## src/id_pkg.sv

```systemverilog
package id_pkg;

    localparam int XLEN       = 32;
    localparam int REG_ADDR_W = 5;
    localparam int ALUOP_W    = 8;
    localparam int ALUSEL_W   = 3;

    // major opcodes
    localparam logic [6:0] OPC_LOAD   = 7'b0000011;
    localparam logic [6:0] OPC_STORE  = 7'b0100011;
    localparam logic [6:0] OPC_BRANCH = 7'b1100011;
    localparam logic [6:0] OPC_JAL    = 7'b1101111;
    localparam logic [6:0] OPC_JALR   = 7'b1100111;
    localparam logic [6:0] OPC_LUI    = 7'b0110111;
    localparam logic [6:0] OPC_OP     = 7'b0110011;
    localparam logic [6:0] OPC_OPIMM  = 7'b0010011;

    // funct3 for OP and OP-IMM
    localparam logic [2:0] F3_ADD_SUB = 3'b000;
    localparam logic [2:0] F3_SLL     = 3'b001;
    localparam logic [2:0] F3_SLT     = 3'b010;
    localparam logic [2:0] F3_SLTU    = 3'b011;
    localparam logic [2:0] F3_XOR     = 3'b100;
    localparam logic [2:0] F3_SRL_SRA = 3'b101;
    localparam logic [2:0] F3_OR      = 3'b110;
    localparam logic [2:0] F3_AND     = 3'b111;

    // funct3 for loads, stores and branches
    localparam logic [2:0] F3_LB   = 3'b000;
    localparam logic [2:0] F3_LH   = 3'b001;
    localparam logic [2:0] F3_LW   = 3'b010;
    localparam logic [2:0] F3_LBU  = 3'b100;
    localparam logic [2:0] F3_LHU  = 3'b101;
    localparam logic [2:0] F3_SB   = 3'b000;
    localparam logic [2:0] F3_SH   = 3'b001;
    localparam logic [2:0] F3_SW   = 3'b010;
    localparam logic [2:0] F3_BEQ  = 3'b000;
    localparam logic [2:0] F3_BNE  = 3'b001;
    localparam logic [2:0] F3_BLT  = 3'b100;
    localparam logic [2:0] F3_BGE  = 3'b101;
    localparam logic [2:0] F3_BLTU = 3'b110;
    localparam logic [2:0] F3_BGEU = 3'b111;

    localparam logic [6:0] F7_BASE = 7'b0000000;
    localparam logic [6:0] F7_ALT  = 7'b0100000;  // SUB / SRA / SRAI

    localparam logic [ALUOP_W-1:0] ALU_NOP  = 8'h00;
    localparam logic [ALUOP_W-1:0] ALU_ADD  = 8'h01;
    localparam logic [ALUOP_W-1:0] ALU_SUB  = 8'h02;
    localparam logic [ALUOP_W-1:0] ALU_SLT  = 8'h03;
    localparam logic [ALUOP_W-1:0] ALU_SLTU = 8'h04;
    localparam logic [ALUOP_W-1:0] ALU_AND  = 8'h05;
    localparam logic [ALUOP_W-1:0] ALU_OR   = 8'h06;
    localparam logic [ALUOP_W-1:0] ALU_XOR  = 8'h07;
    localparam logic [ALUOP_W-1:0] ALU_SLL  = 8'h08;
    localparam logic [ALUOP_W-1:0] ALU_SRL  = 8'h09;
    localparam logic [ALUOP_W-1:0] ALU_SRA  = 8'h0a;
    localparam logic [ALUOP_W-1:0] ALU_LB   = 8'h10;
    localparam logic [ALUOP_W-1:0] ALU_LH   = 8'h11;
    localparam logic [ALUOP_W-1:0] ALU_LW   = 8'h12;
    localparam logic [ALUOP_W-1:0] ALU_LBU  = 8'h13;
    localparam logic [ALUOP_W-1:0] ALU_LHU  = 8'h14;
    localparam logic [ALUOP_W-1:0] ALU_SB   = 8'h18;
    localparam logic [ALUOP_W-1:0] ALU_SH   = 8'h19;
    localparam logic [ALUOP_W-1:0] ALU_SW   = 8'h1a;
    localparam logic [ALUOP_W-1:0] ALU_BEQ  = 8'h20;
    localparam logic [ALUOP_W-1:0] ALU_BNE  = 8'h21;
    localparam logic [ALUOP_W-1:0] ALU_BLT  = 8'h22;
    localparam logic [ALUOP_W-1:0] ALU_BGE  = 8'h23;
    localparam logic [ALUOP_W-1:0] ALU_BLTU = 8'h24;
    localparam logic [ALUOP_W-1:0] ALU_BGEU = 8'h25;
    localparam logic [ALUOP_W-1:0] ALU_JAL  = 8'h30;
    localparam logic [ALUOP_W-1:0] ALU_JALR = 8'h31;

    localparam logic [ALUSEL_W-1:0] SEL_NOP   = 3'd0;
    localparam logic [ALUSEL_W-1:0] SEL_LOGIC = 3'd1;
    localparam logic [ALUSEL_W-1:0] SEL_SHIFT = 3'd2;
    localparam logic [ALUSEL_W-1:0] SEL_ARITH = 3'd3;
    localparam logic [ALUSEL_W-1:0] SEL_LDST  = 3'd4;
    localparam logic [ALUSEL_W-1:0] SEL_JUMP  = 3'd5;

    typedef struct packed {
        logic [6:0] funct7;
        logic [4:0] rs2;
        logic [4:0] rs1;
        logic [2:0] funct3;
        logic [4:0] rd;
        logic [6:0] opcode;
    } r_fmt_t;

    typedef struct packed {
        logic [11:0] imm;
        logic [4:0]  rs1;
        logic [2:0]  funct3;
        logic [4:0]  rd;
        logic [6:0]  opcode;
    } i_fmt_t;

    typedef struct packed {
        logic [6:0] imm_hi;
        logic [4:0] rs2;
        logic [4:0] rs1;
        logic [2:0] funct3;
        logic [4:0] imm_lo;
        logic [6:0] opcode;
    } s_fmt_t;

    typedef struct packed {
        logic       imm12;
        logic [5:0] imm10_5;
        logic [4:0] rs2;
        logic [4:0] rs1;
        logic [2:0] funct3;
        logic [3:0] imm4_1;
        logic       imm11;
        logic [6:0] opcode;
    } b_fmt_t;

    typedef struct packed {
        logic [19:0] imm;
        logic [4:0]  rd;
        logic [6:0]  opcode;
    } u_fmt_t;

    typedef struct packed {
        logic       imm20;
        logic [9:0] imm10_1;
        logic       imm11;
        logic [7:0] imm19_12;
        logic [4:0] rd;
        logic [6:0] opcode;
    } j_fmt_t;

    // one word seen in every format at once
    typedef union packed {
        r_fmt_t r_fmt;
        i_fmt_t i_fmt;
        s_fmt_t s_fmt;
        b_fmt_t b_fmt;
        u_fmt_t u_fmt;
        j_fmt_t j_fmt;
    } inst_t;

endpackage

```

## src/inst_decoder.sv

```systemverilog
module inst_decoder
    import id_pkg::*;
(
    input  logic [XLEN-1:0]       pc_i,
    input  inst_t                 inst_i,
    input  logic                  inst_valid_i,
    output logic [ALUOP_W-1:0]    aluop_o,
    output logic [ALUSEL_W-1:0]   alusel_o,
    output logic [REG_ADDR_W-1:0] rs1_o,
    output logic [REG_ADDR_W-1:0] rs2_o,
    output logic [REG_ADDR_W-1:0] rd_o,
    output logic                  reg1_read_o,
    output logic                  reg2_read_o,
    output logic                  wreg_o,
    output logic [XLEN-1:0]       imm_o,
    output logic                  jump_o,
    output logic [XLEN-1:0]       jump_target_o
);

    logic [6:0]      opcode;
    logic [2:0]      funct3;
    logic [6:0]      funct7;
    logic            is_op;
    logic            is_shift;
    logic            alt;
    logic            known;
    logic [XLEN-1:0] i_imm;
    logic [XLEN-1:0] s_imm;
    logic [XLEN-1:0] b_imm;
    logic [XLEN-1:0] u_imm;
    logic [XLEN-1:0] j_imm;
    logic [XLEN-1:0] shamt;

    assign opcode   = inst_i.r_fmt.opcode;
    assign funct3   = inst_i.r_fmt.funct3;
    assign funct7   = inst_i.r_fmt.funct7;
    assign is_op    = (opcode == OPC_OP);
    assign is_shift = (funct3 == F3_SLL) || (funct3 == F3_SRL_SRA);
    assign alt      = (funct7 == F7_ALT);

    assign i_imm = {{20{inst_i.i_fmt.imm[11]}}, inst_i.i_fmt.imm};
    assign s_imm = {{20{inst_i.s_fmt.imm_hi[6]}}, inst_i.s_fmt.imm_hi, inst_i.s_fmt.imm_lo};
    assign b_imm = {{19{inst_i.b_fmt.imm12}}, inst_i.b_fmt.imm12, inst_i.b_fmt.imm11,
                    inst_i.b_fmt.imm10_5, inst_i.b_fmt.imm4_1, 1'b0};
    assign u_imm = {inst_i.u_fmt.imm, 12'b0};
    assign j_imm = {{11{inst_i.j_fmt.imm20}}, inst_i.j_fmt.imm20, inst_i.j_fmt.imm19_12,
                    inst_i.j_fmt.imm11, inst_i.j_fmt.imm10_1, 1'b0};
    assign shamt = {{(XLEN-REG_ADDR_W){1'b0}}, inst_i.r_fmt.rs2};  // zero-extended

    always_comb begin
        known       = 1'b1;
        aluop_o     = ALU_NOP;
        alusel_o    = SEL_NOP;
        reg1_read_o = 1'b0;
        reg2_read_o = 1'b0;
        wreg_o      = 1'b0;
        imm_o       = '0;
        case (opcode)
            OPC_LOAD: begin
                alusel_o    = SEL_LDST;
                reg1_read_o = 1'b1;
                wreg_o      = 1'b1;
                imm_o       = i_imm;
                case (funct3)
                    F3_LB:   aluop_o = ALU_LB;
                    F3_LH:   aluop_o = ALU_LH;
                    F3_LW:   aluop_o = ALU_LW;
                    F3_LBU:  aluop_o = ALU_LBU;
                    F3_LHU:  aluop_o = ALU_LHU;
                    default: known = 1'b0;
                endcase
            end
            OPC_STORE: begin
                alusel_o    = SEL_LDST;
                reg1_read_o = 1'b1;
                reg2_read_o = 1'b1;
                imm_o       = s_imm;
                case (funct3)
                    F3_SB:   aluop_o = ALU_SB;
                    F3_SH:   aluop_o = ALU_SH;
                    F3_SW:   aluop_o = ALU_SW;
                    default: known = 1'b0;
                endcase
            end
            OPC_BRANCH: begin
                reg1_read_o = 1'b1;  // resolved in EX
                reg2_read_o = 1'b1;
                imm_o       = b_imm;
                case (funct3)
                    F3_BEQ:  aluop_o = ALU_BEQ;
                    F3_BNE:  aluop_o = ALU_BNE;
                    F3_BLT:  aluop_o = ALU_BLT;
                    F3_BGE:  aluop_o = ALU_BGE;
                    F3_BLTU: aluop_o = ALU_BLTU;
                    F3_BGEU: aluop_o = ALU_BGEU;
                    default: known = 1'b0;
                endcase
            end
            OPC_JAL: begin
                aluop_o  = ALU_JAL;
                alusel_o = SEL_JUMP;
                wreg_o   = 1'b1;
                imm_o    = j_imm;
            end
            OPC_JALR: begin
                aluop_o     = ALU_JALR;
                alusel_o    = SEL_JUMP;
                reg1_read_o = 1'b1;
                wreg_o      = 1'b1;
                imm_o       = i_imm;
            end
            OPC_LUI: begin
                aluop_o  = ALU_OR;  // imm | imm
                alusel_o = SEL_LOGIC;
                wreg_o   = 1'b1;
                imm_o    = u_imm;
            end
            OPC_OP, OPC_OPIMM: begin
                reg1_read_o = 1'b1;
                reg2_read_o = is_op;
                wreg_o      = 1'b1;
                imm_o       = is_op ? '0 : (is_shift ? shamt : i_imm);
                case (funct3)
                    F3_ADD_SUB: begin
                        aluop_o  = (is_op && alt) ? ALU_SUB : ALU_ADD;
                        alusel_o = SEL_ARITH;
                    end
                    F3_SLT: begin
                        aluop_o  = ALU_SLT;
                        alusel_o = SEL_ARITH;
                    end
                    F3_SLTU: begin
                        aluop_o  = ALU_SLTU;
                        alusel_o = SEL_ARITH;
                    end
                    F3_XOR: begin
                        aluop_o  = ALU_XOR;
                        alusel_o = SEL_LOGIC;
                    end
                    F3_OR: begin
                        aluop_o  = ALU_OR;
                        alusel_o = SEL_LOGIC;
                    end
                    F3_AND: begin
                        aluop_o  = ALU_AND;
                        alusel_o = SEL_LOGIC;
                    end
                    F3_SLL: begin
                        aluop_o  = ALU_SLL;
                        alusel_o = SEL_SHIFT;
                    end
                    F3_SRL_SRA: begin
                        aluop_o  = alt ? ALU_SRA : ALU_SRL;
                        alusel_o = SEL_SHIFT;
                    end
                endcase
                // funct7 only meaningful for OP and the immediate shifts
                if (is_op || is_shift) begin
                    known = (funct7 == F7_BASE) ||
                            (alt && ((funct3 == F3_SRL_SRA) || (is_op && funct3 == F3_ADD_SUB)));
                end
            end
            default: known = 1'b0;
        endcase
        if (!known) begin  // unknown encoding becomes a NOP
            aluop_o     = ALU_NOP;
            alusel_o    = SEL_NOP;
            reg1_read_o = 1'b0;
            reg2_read_o = 1'b0;
            wreg_o      = 1'b0;
            imm_o       = '0;
        end
    end

    assign rs1_o = reg1_read_o ? inst_i.r_fmt.rs1 : '0;
    assign rs2_o = reg2_read_o ? inst_i.r_fmt.rs2 : '0;
    assign rd_o  = wreg_o ? inst_i.r_fmt.rd : '0;

    assign jump_o        = inst_valid_i && (aluop_o == ALU_JAL);
    assign jump_target_o = pc_i + j_imm;

endmodule

```

## src/operand_forward.sv

```systemverilog
module operand_forward
    import id_pkg::*;
(
    input  logic                  rd_en_i,
    input  logic [REG_ADDR_W-1:0] rs_addr_i,
    input  logic [XLEN-1:0]       rf_data_i,
    input  logic [XLEN-1:0]       imm_i,
    input  logic                  ex_wreg_i,
    input  logic                  ex_load_i,
    input  logic [REG_ADDR_W-1:0] ex_wd_i,
    input  logic [XLEN-1:0]       ex_wdata_i,
    input  logic                  mem_wreg_i,
    input  logic [REG_ADDR_W-1:0] mem_wd_i,
    input  logic [XLEN-1:0]       mem_wdata_i,
    output logic [XLEN-1:0]       operand_o,
    output logic                  hazard_o
);

    logic live;
    logic ex_hit;
    logic mem_hit;

    assign live    = rd_en_i && (rs_addr_i != '0);  // x0 never matches
    assign ex_hit  = live && ex_wreg_i && (rs_addr_i == ex_wd_i);
    assign mem_hit = live && mem_wreg_i && (rs_addr_i == mem_wd_i);

    // load data not ready until MEM
    assign hazard_o = ex_hit && ex_load_i;

    always_comb begin
        if (!rd_en_i) begin
            operand_o = imm_i;
        end else if (hazard_o) begin
            operand_o = '0;
        end else if (ex_hit) begin
            operand_o = ex_wdata_i;
        end else if (mem_hit) begin
            operand_o = mem_wdata_i;
        end else begin
            operand_o = rf_data_i;
        end
    end

endmodule

```

## src/id_ex_reg.sv

```systemverilog
module id_ex_reg
    import id_pkg::*;
(
    input  logic                  clk_i,
    input  logic                  rst_n_i,
    input  logic                  inst_valid_i,
    input  logic                  hazard1_i,
    input  logic                  hazard2_i,
    input  logic [XLEN-1:0]       pc_i,
    input  logic [ALUOP_W-1:0]    aluop_i,
    input  logic [ALUSEL_W-1:0]   alusel_i,
    input  logic [XLEN-1:0]       op1_i,
    input  logic [XLEN-1:0]       op2_i,
    input  logic [XLEN-1:0]       offset_i,
    input  logic [REG_ADDR_W-1:0] wd_i,
    input  logic                  wreg_i,
    output logic                  stall_o,
    output logic                  ex_valid_o,
    output logic                  ex_load_o,
    output logic [XLEN-1:0]       ex_pc_o,
    output logic [ALUOP_W-1:0]    ex_aluop_o,
    output logic [ALUSEL_W-1:0]   ex_alusel_o,
    output logic [XLEN-1:0]       ex_op1_o,
    output logic [XLEN-1:0]       ex_op2_o,
    output logic [XLEN-1:0]       ex_offset_o,
    output logic [REG_ADDR_W-1:0] ex_wd_o,
    output logic                  ex_wreg_o
);

    logic accept;

    assign stall_o = inst_valid_i && (hazard1_i || hazard2_i);
    assign accept  = inst_valid_i && !stall_o;

    always_ff @(posedge clk_i or negedge rst_n_i) begin
        if (!rst_n_i) begin
            ex_valid_o  <= 1'b0;
            ex_load_o   <= 1'b0;
            ex_wreg_o   <= 1'b0;
            ex_aluop_o  <= ALU_NOP;
            ex_alusel_o <= SEL_NOP;
            ex_pc_o     <= '0;
            ex_op1_o    <= '0;
            ex_op2_o    <= '0;
            ex_offset_o <= '0;
            ex_wd_o     <= '0;
        end else begin  // bubble unless accepted
            ex_valid_o  <= accept;
            ex_load_o   <= accept && wreg_i && (alusel_i == SEL_LDST);
            ex_wreg_o   <= accept && wreg_i;
            ex_aluop_o  <= accept ? aluop_i : ALU_NOP;
            ex_alusel_o <= accept ? alusel_i : SEL_NOP;
            ex_pc_o     <= accept ? pc_i : '0;
            ex_op1_o    <= accept ? op1_i : '0;
            ex_op2_o    <= accept ? op2_i : '0;
            ex_offset_o <= accept ? offset_i : '0;
            ex_wd_o     <= accept ? wd_i : '0;
        end
    end

endmodule

```

## src/id_stage.sv

```systemverilog
module id_stage
    import id_pkg::*;
(
    input  logic                  clk_i,
    input  logic                  rst_n_i,
    input  logic [XLEN-1:0]       pc_i,
    input  inst_t                 inst_i,
    input  logic                  inst_valid_i,
    input  logic [XLEN-1:0]       reg1_data_i,
    input  logic [XLEN-1:0]       reg2_data_i,
    input  logic [XLEN-1:0]       ex_wdata_i,
    input  logic                  mem_wreg_i,
    input  logic [REG_ADDR_W-1:0] mem_wd_i,
    input  logic [XLEN-1:0]       mem_wdata_i,
    output logic [REG_ADDR_W-1:0] reg1_addr_o,
    output logic [REG_ADDR_W-1:0] reg2_addr_o,
    output logic                  stall_o,
    output logic                  jump_o,
    output logic [XLEN-1:0]       jump_target_o,
    output logic                  ex_valid_o,
    output logic [XLEN-1:0]       ex_pc_o,
    output logic [ALUOP_W-1:0]    ex_aluop_o,
    output logic [ALUSEL_W-1:0]   ex_alusel_o,
    output logic [XLEN-1:0]       ex_op1_o,
    output logic [XLEN-1:0]       ex_op2_o,
    output logic [XLEN-1:0]       ex_offset_o,
    output logic [REG_ADDR_W-1:0] ex_wd_o,
    output logic                  ex_wreg_o
);

    logic [ALUOP_W-1:0]    aluop;
    logic [ALUSEL_W-1:0]   alusel;
    logic [REG_ADDR_W-1:0] rd;
    logic                  reg1_read;
    logic                  reg2_read;
    logic                  wreg;
    logic [XLEN-1:0]       imm;
    logic [XLEN-1:0]       op1;
    logic [XLEN-1:0]       op2;
    logic                  hazard1;
    logic                  hazard2;
    logic                  ex_load;  // load sitting in EX

    inst_decoder u_dec (
        .pc_i          (pc_i),
        .inst_i        (inst_i),
        .inst_valid_i  (inst_valid_i),
        .aluop_o       (aluop),
        .alusel_o      (alusel),
        .rs1_o         (reg1_addr_o),
        .rs2_o         (reg2_addr_o),
        .rd_o          (rd),
        .reg1_read_o   (reg1_read),
        .reg2_read_o   (reg2_read),
        .wreg_o        (wreg),
        .imm_o         (imm),
        .jump_o        (jump_o),
        .jump_target_o (jump_target_o)
    );

    operand_forward u_fwd1 (
        .rd_en_i     (reg1_read),
        .rs_addr_i   (reg1_addr_o),
        .rf_data_i   (reg1_data_i),
        .imm_i       (imm),
        .ex_wreg_i   (ex_wreg_o),
        .ex_load_i   (ex_load),
        .ex_wd_i     (ex_wd_o),
        .ex_wdata_i  (ex_wdata_i),
        .mem_wreg_i  (mem_wreg_i),
        .mem_wd_i    (mem_wd_i),
        .mem_wdata_i (mem_wdata_i),
        .operand_o   (op1),
        .hazard_o    (hazard1)
    );

    operand_forward u_fwd2 (
        .rd_en_i     (reg2_read),
        .rs_addr_i   (reg2_addr_o),
        .rf_data_i   (reg2_data_i),
        .imm_i       (imm),
        .ex_wreg_i   (ex_wreg_o),
        .ex_load_i   (ex_load),
        .ex_wd_i     (ex_wd_o),
        .ex_wdata_i  (ex_wdata_i),
        .mem_wreg_i  (mem_wreg_i),
        .mem_wd_i    (mem_wd_i),
        .mem_wdata_i (mem_wdata_i),
        .operand_o   (op2),
        .hazard_o    (hazard2)
    );

    id_ex_reg u_idex (
        .clk_i        (clk_i),
        .rst_n_i      (rst_n_i),
        .inst_valid_i (inst_valid_i),
        .hazard1_i    (hazard1),
        .hazard2_i    (hazard2),
        .pc_i         (pc_i),
        .aluop_i      (aluop),
        .alusel_i     (alusel),
        .op1_i        (op1),
        .op2_i        (op2),
        .offset_i     (imm),
        .wd_i         (rd),
        .wreg_i       (wreg),
        .stall_o      (stall_o),
        .ex_valid_o   (ex_valid_o),
        .ex_load_o    (ex_load),
        .ex_pc_o      (ex_pc_o),
        .ex_aluop_o   (ex_aluop_o),
        .ex_alusel_o  (ex_alusel_o),
        .ex_op1_o     (ex_op1_o),
        .ex_op2_o     (ex_op2_o),
        .ex_offset_o  (ex_offset_o),
        .ex_wd_o      (ex_wd_o),
        .ex_wreg_o    (ex_wreg_o)
    );

endmodule

```

## config.mk

```make
export PLATFORM = sky130hd
export DESIGN_NAME = id_stage
export DESIGN_NICKNAME = d
export VERILOG_FILES = /design/src/id_pkg.sv /design/src/inst_decoder.sv /design/src/operand_forward.sv /design/src/id_ex_reg.sv /design/src/id_stage.sv
export SDC_FILE = /design/constraint.sdc
export NUM_CORES = 1
export LEC_CHECK = 0
export BUFFER_PORTS_ARGS = -buffer_cell sky130_fd_sc_hd__clkbuf_2
export CAP_MARGIN = 20
export CORE_AREA = 2 2 150 152
export CTS_BUF_LIST = sky130_fd_sc_hd__clkbuf_4
export CTS_CLUSTER_SIZE = 30
export DETAILED_ROUTE_END_ITERATION = 8
export DIE_AREA = 0 0 152 154
export HOLD_SLACK_MARGIN = 0.05
export PLACE_DENSITY = 0.72
export SLEW_MARGIN = 15
export SYNTH_ARGS = -nofsm -noshare
export SYNTH_HDL_FRONTEND = slang
export SYNTH_SLANG_ARGS = --single-unit
```

## constraint.sdc

```tcl
create_clock -name clk_i -period 7 [get_ports clk_i]
set_clock_uncertainty 0.15 [all_clocks]
set_input_delay 2.1 -clock clk_i [delete_from_list [all_inputs] [get_ports clk_i]]
set_output_delay 2.1 -clock clk_i [all_outputs]
set_load 0.005 [all_outputs]
```

# Word-level counts from Yosys, hierarchy flattened
# Cells that the tools add are included.
word_totals:
  ff_bits: 147
  input_bits: 201
  out_inout_bits: 190
  word_cells: 121
op_classes:
  n_addsub: 1
  n_eq_ne: 22
  muxes: 44
  n_reduce_logical: 44
ops:
  columns: ["operator", "count"]
  rows:
  - ["32-bit 2-to-1 mux", 15]
  - ["32-bit one-hot mux with 6 select lines", 1]
  - ["8-bit one-hot mux with 8 select lines", 1]
  - ["8-bit one-hot mux with 7 select lines", 1]
  - ["6-bit one-hot mux with 6 select lines", 1]
  - ["32-bit adder", 1]
  - ["7-bit by 6-bit == test with 1-bit output, second input constant", 4]
  - ["5-bit one-hot mux with 5 select lines", 1]
  - ["7-bit == test, second input constant", 3]
  - ["5-bit == test", 4]
  - ["1-bit logical AND", 20]
  - ["5-bit 2-to-1 mux", 4]
  - ["6-bit OR reduction", 3]
  - ["8-bit 2-to-1 mux", 2]
  - ["3-bit == test, second input constant", 5]
  - ["5-bit one-hot mux with 3 select lines", 1]
  - ["3-bit one-hot mux with 4 select lines", 1]
  - ["2-bit OR reduction", 6]
  - ["3-bit OR reduction", 4]
  - ["5-bit nonzero test", 2]
  - ["1-bit 2-to-1 mux", 9]
  - ["3-bit one-hot mux with 3 select lines", 1]
  - ["8-bit by 6-bit == test with 1-bit output, second input constant", 1]
  - ["7-bit by 2-bit == test with 1-bit output, second input constant", 1]
  - ["12 further kinds", 19]

# Longest topological paths before layout
logic_depth:
  depth_word: 20
  ltp_mapped: 12
  depth_no_buf: 11

# Cells and area by module
# A second synthesis with hierarchy kept.
unflattened:
  cells_unflattened: 1007
  hier_area_um2: 9509.1
modules_own_cells:
  columns: ["mod", "n_inst", "cells_per_inst", "area_per_inst_um2", "seq_area_each_um2"]
  rows:
  - ["id_ex_reg", 1, 312, 4703.3, 3678.5]
  - ["inst_decoder", 1, 373, 2446.1, 0.0]
  - ["operand_forward", 2, 161, 1179.9, 0.0]

# Worst setup path before layout
# OpenSTA, ideal clock, no wires.
synth_timing:
  path_kind: "input port to output port"
  from: "in pc_i[9]"
  to: "out jump_target_o[28]"
  t_arrival_ns: 4.283
  t_required_ns: 4.750
  path_slack_ns: 0.467
  cell_stages: 10
  n_path_buf: 1
  path_cell_list: "ha_1 clkbuf_1 a21o_1 a21o_1 a211oi_1 o31ai_1 a2111oi_2 o31ai_1 or4_1 nand4_1"
synth_via:
  elab_chain_cells: 1
synth_lines:
  columns: ["item", "line", "text"]
  rows:
  - ["start: declaration", "id_stage.sv:6", "input logic [XLEN-1:0] pc_i,"]
  - ["32-bit adder", "inst_decoder.sv:180", "assign jump_target_o = pc_i + j_imm;"]
  - ["end: declaration", "id_stage.sv:19", "output logic [XLEN-1:0] jump_target_o,"]
# No other way between the ends.

# Final worst setup path
layout_timing:
  from: "in pc_i[1]"
  to: "out jump_target_o[29]"
# The elaborated chain is that of the path after synthesis.

==> results.py <==
metrics = {
    "sta": {
        "worst_slack_ps": 36.0,
        "period_share_pct": 99.5,
        "finalHoldViolCount": 0,
        "setup_viol": 0,
        "worst_pin_slew_ps": 1060,
        "maxSlewHeadroom_pct": 29.0,
        "clock.fmax_mhz": 144,
        "layout_min_cycle_time_ps": 6960,
        "slew_violations": 0,
        "tns_ps": 0,
    },
    "critical_path": {
        "setup.worst_path.start_class": "input port",
        "r2r-start": "u_idex.ex_load_o",
        "arrival_ps": 4710,
        "crit_fanout": 3,
        "crit_required_ps": 4750,
        "rrSetupSlack_ps": 3540,
        "max_stage_delay_ps": 390,
        "reg2regPathDepth": 6,
        "cp_slowest_cell": "o311ai_4",
        "crit_chain": "clkbuf_2 -> ha_1 -> inv_1 -> fa_1 -> nor2b_1 -> o31a_1 -> o311ai_2 -> nand4b_1 -> o311ai_4 -> a31oi_2 -> a311o_1 -> clkbuf_2",
        "rr_endpoint": "u_idex.ex_offset_o[6]",
        "criticalPathCategory": "in2out",
        "crit_path_end_kind": "primary output",
        "crit_path_frequent_cell": "clkbuf_2",
    },
    "floorplan": {
        "core_area_um2": 21700,
        "pin_count": 391,
        "rows": 54,
        "start_util_pct": 42.2,
        "die_area_um2": 23400,
        "die_w_um": 152,
        "chipHeight_um": 154,
    },
    "synthesis": {
        "ys_top_cells_by_area": "dfrtp_1 (40%), a21oi_1 (4.7%), ha_1 (4.1%), mux2i_1 (4.0%), and3_1 (3.3%)",
        "ys_seq_area_share_pct": 39.6,
        "syn_inst": 974,
        "synth_edf_count": 0,
        "yosysMostFrequentCell": "dfrtp_1",
        "yosysTopAreaCell": "dfrtp_1",
        "syn_area_per_cell_um2": 9.40,
        "async_reset_ff_share_pct": 100,
        "syn_area_um2": 9160,
        "yosysWarnings": 0,
        "synth_cell_types": 80,
        "synth_top_area_share_pct": 39.6,
        "synthTopCellsByCount": "dfrtp_1 (145), a21oi_1 (86), nor2_1 (76)",
        "synth_seq_cells": 145,
        "synth-main-ff-cell": "dfrtp_1",
    },
    "cts": {
        "clkTransAtPathRegs_ps": 150,
        "cts_hold_buf": 0,
        "clockRootBuffer": "clkbuf_4",
        "clkLatencyLatePin_ps": 570,
        "tritoncts": "built",
        "clockBufferDepth": 2,
        "cts_buffers": 17,
        "cts.sinks": 145,
        "htreeDepth": 4,
    },
    "grt": {
        "grt_pass1_wl_um": 53200,
        "grt_util_all_layers_pct": 29.4,
        "grtUsageMet2_pct": 50.0,
        "grt-ovfl-total": 0,
        "antenna_found_initial": 1,
        "use_met1_pct": 37.1,
        "met3_usage_pct": 4.71,
        "grt_start_max_net_pins": 105,
        "grt_pass1_vias": 9400,
        "grt_busiest_layer": "met2",
    },
    "drt": {
        "first_pass_iters": 6,
        "via_per_inst": 5.68,
        "ant_nets": 0,
        "drc": 0,
        "drt_iter0_drc": 816,
        "wirelength_um": 35200,
        "vias": 9411,
        "avgRoutedWirePerCell_um": 21.2,
    },
    "final_layout": {
        "fin_util_pct": 54.6,
        "drive_above_1_share_pct": 38.4,
        "nets": 1594,
        "nFillCells": 2031,
        "multiInputGateArea_um2": 5160,
        "finalNonFillerCells": 1656,
        "regArea_um2": 3630,
        "syn2layout_area_growth_pct": 29.3,
    },
    "placed_design": {
        "dpl_worst_slack_ps": -1.24,
        "io_buffers": 388,
        "dpl.hpwl_um": 27800,
        "dp_cells": 1622,
        "gp_congestion": 0.933,
    },
    "status": {
        "status": "completed",
    },
    "hold_path": {
        "whs_path_depth": 5,
        "worstHoldStart": "u_idex.ex_wreg_o",
        "hold_class": "reg2reg",
        "whs_endpoint": "u_idex.ex_op2_o[7]",
    },
    "power_and_ir_drop": {
        "leakage_nw": 6.32,
        "irDropWorstVdd_uv": 98.4,
        "finalPower_mw": 1.87,
        "power.density_nw_per_um2": 158,
    },
    "flow_run": {
        "max_cap_viol_count": 0,
    },
}
per-layer routing:
layer,vias up,wire length (um)
met5,-,0
met3,92,2220
li1,4331,-
met2,456,17300
met1,4532,14300
met4,0,1340
through the flow:
stage	hold slack [ps]	area, um^2
floorplan	425	9160
global placement	847	11500
detailed placement	864	11500
CTS	859	11800
global route	933	11800
finish	861	11800
worst max-delay path, delay by kind of cell:
family	cells	cell delay, ps
AND/OR/NAND/NOR	2	380
AO/OA/AOI/OAI	5	1560
adder cells (fa/ha/maj)	2	410
buffers and inverters	3	270
where the power goes:
group          internal (mW)  total (mW)  switching (mW)
combinational          0.187       0.425           0.239
clock                  0.202       0.591           0.388
sequential             0.849       0.853         0.00371
timing repair:
item | in CTS | in global routing
buffers inserted | 0 | 1
gates cloned | 0 | 0
resized for setup | 1 | 6
pin swaps | 0 | 4
setup endpoints to repair | 2 | 6
registers in the layout, summed over array words and instances, names as in the netlist, 3 cells and up:
signal	flops
u_idex.ex_wd_o	5
u_idex.ex_op2_o	32
u_idex.ex_op1_o	32
u_idex.ex_offset_o	32
u_idex.ex_aluop_o	6
u_idex.ex_alusel_o	3
u_idex.ex_pc_o	32
layout by cell type, fill, tap and decap left out, drive strengths merged, types with 7 or more instances in the layout:
| master | synthesis | layout |
|---|---|---|
| clkbuf | 33 | 404 |
| dfrtp | 145 | 145 |
| a21oi | 87 | 87 |
| nor2 | 81 | 81 |
| nand2 | 60 | 60 |
| and3 | 49 | 49 |
| buf | 33 | 47 |
| a211oi | 38 | 38 |
| mux2i | 37 | 37 |
| o21ai | 34 | 34 |
| o22ai | 33 | 33 |
| mux2 | 32 | 32 |
| nor2b | 31 | 31 |
| inv | 23 | 31 |
| ha | 30 | 30 |
| xnor2 | 26 | 26 |
| nand3 | 22 | 22 |
| and2 | 17 | 17 |
| xor2 | 17 | 17 |
| nor3 | 16 | 16 |
| a21o | 15 | 15 |
| or2 | 12 | 12 |
| nand4 | 9 | 9 |
| nor4 | 9 | 9 |
| a222oi | 8 | 8 |
| a211o | 7 | 7 |
layout make-up:
class | count | area share, %
repair buffers | 434 | 19.4
clock inverters | 15 | 1.63
flip-flops and latches | 145 | 30.6
well taps | 280 | 2.96
multi-input cells | 741 | 43.6
clock buffers | 17 | 1.08
diodes | 1 | 0.0211
inverters | 23 | 0.729
cells by family (layout without fill, tap and decap cells):
family / count (synthesis) / after routing / share of synthesized area [%]
simple gates: 325 / 325 / 19.2
mux: 69 / 69 / 8.10
xor+xnor: 43 / 43 / 4.11
compound gates: 271 / 271 / 19.9
other cells: 1 / 3 / 0.0409
fa+ha+maj: 31 / 31 / 4.32
flops: 145 / 145 / 39.6
buf+inv: 89 / 489 / 4.74
worst max-delay path by stage:
| stage | slack, ps | cells after the start | end | start |
|---|---|---|---|---|
| floorplan | 470 | 10 | jump_target_o[28] | pc_i[9] |
| global placement | 20 | 12 | jump_target_o[29] | pc_i[1] |
| finish | 40 | 12 | jump_target_o[29] | pc_i[1] |
| CTS | 40 | 13 | jump_target_o[31] | pc_i[1] |
| detailed placement | -1 | 12 | jump_target_o[29] | pc_i[1] |
| global route | -20 | 12 | jump_target_o[29] | pc_i[1] |
No activity file was read; power rests on OpenSTA's default activity.
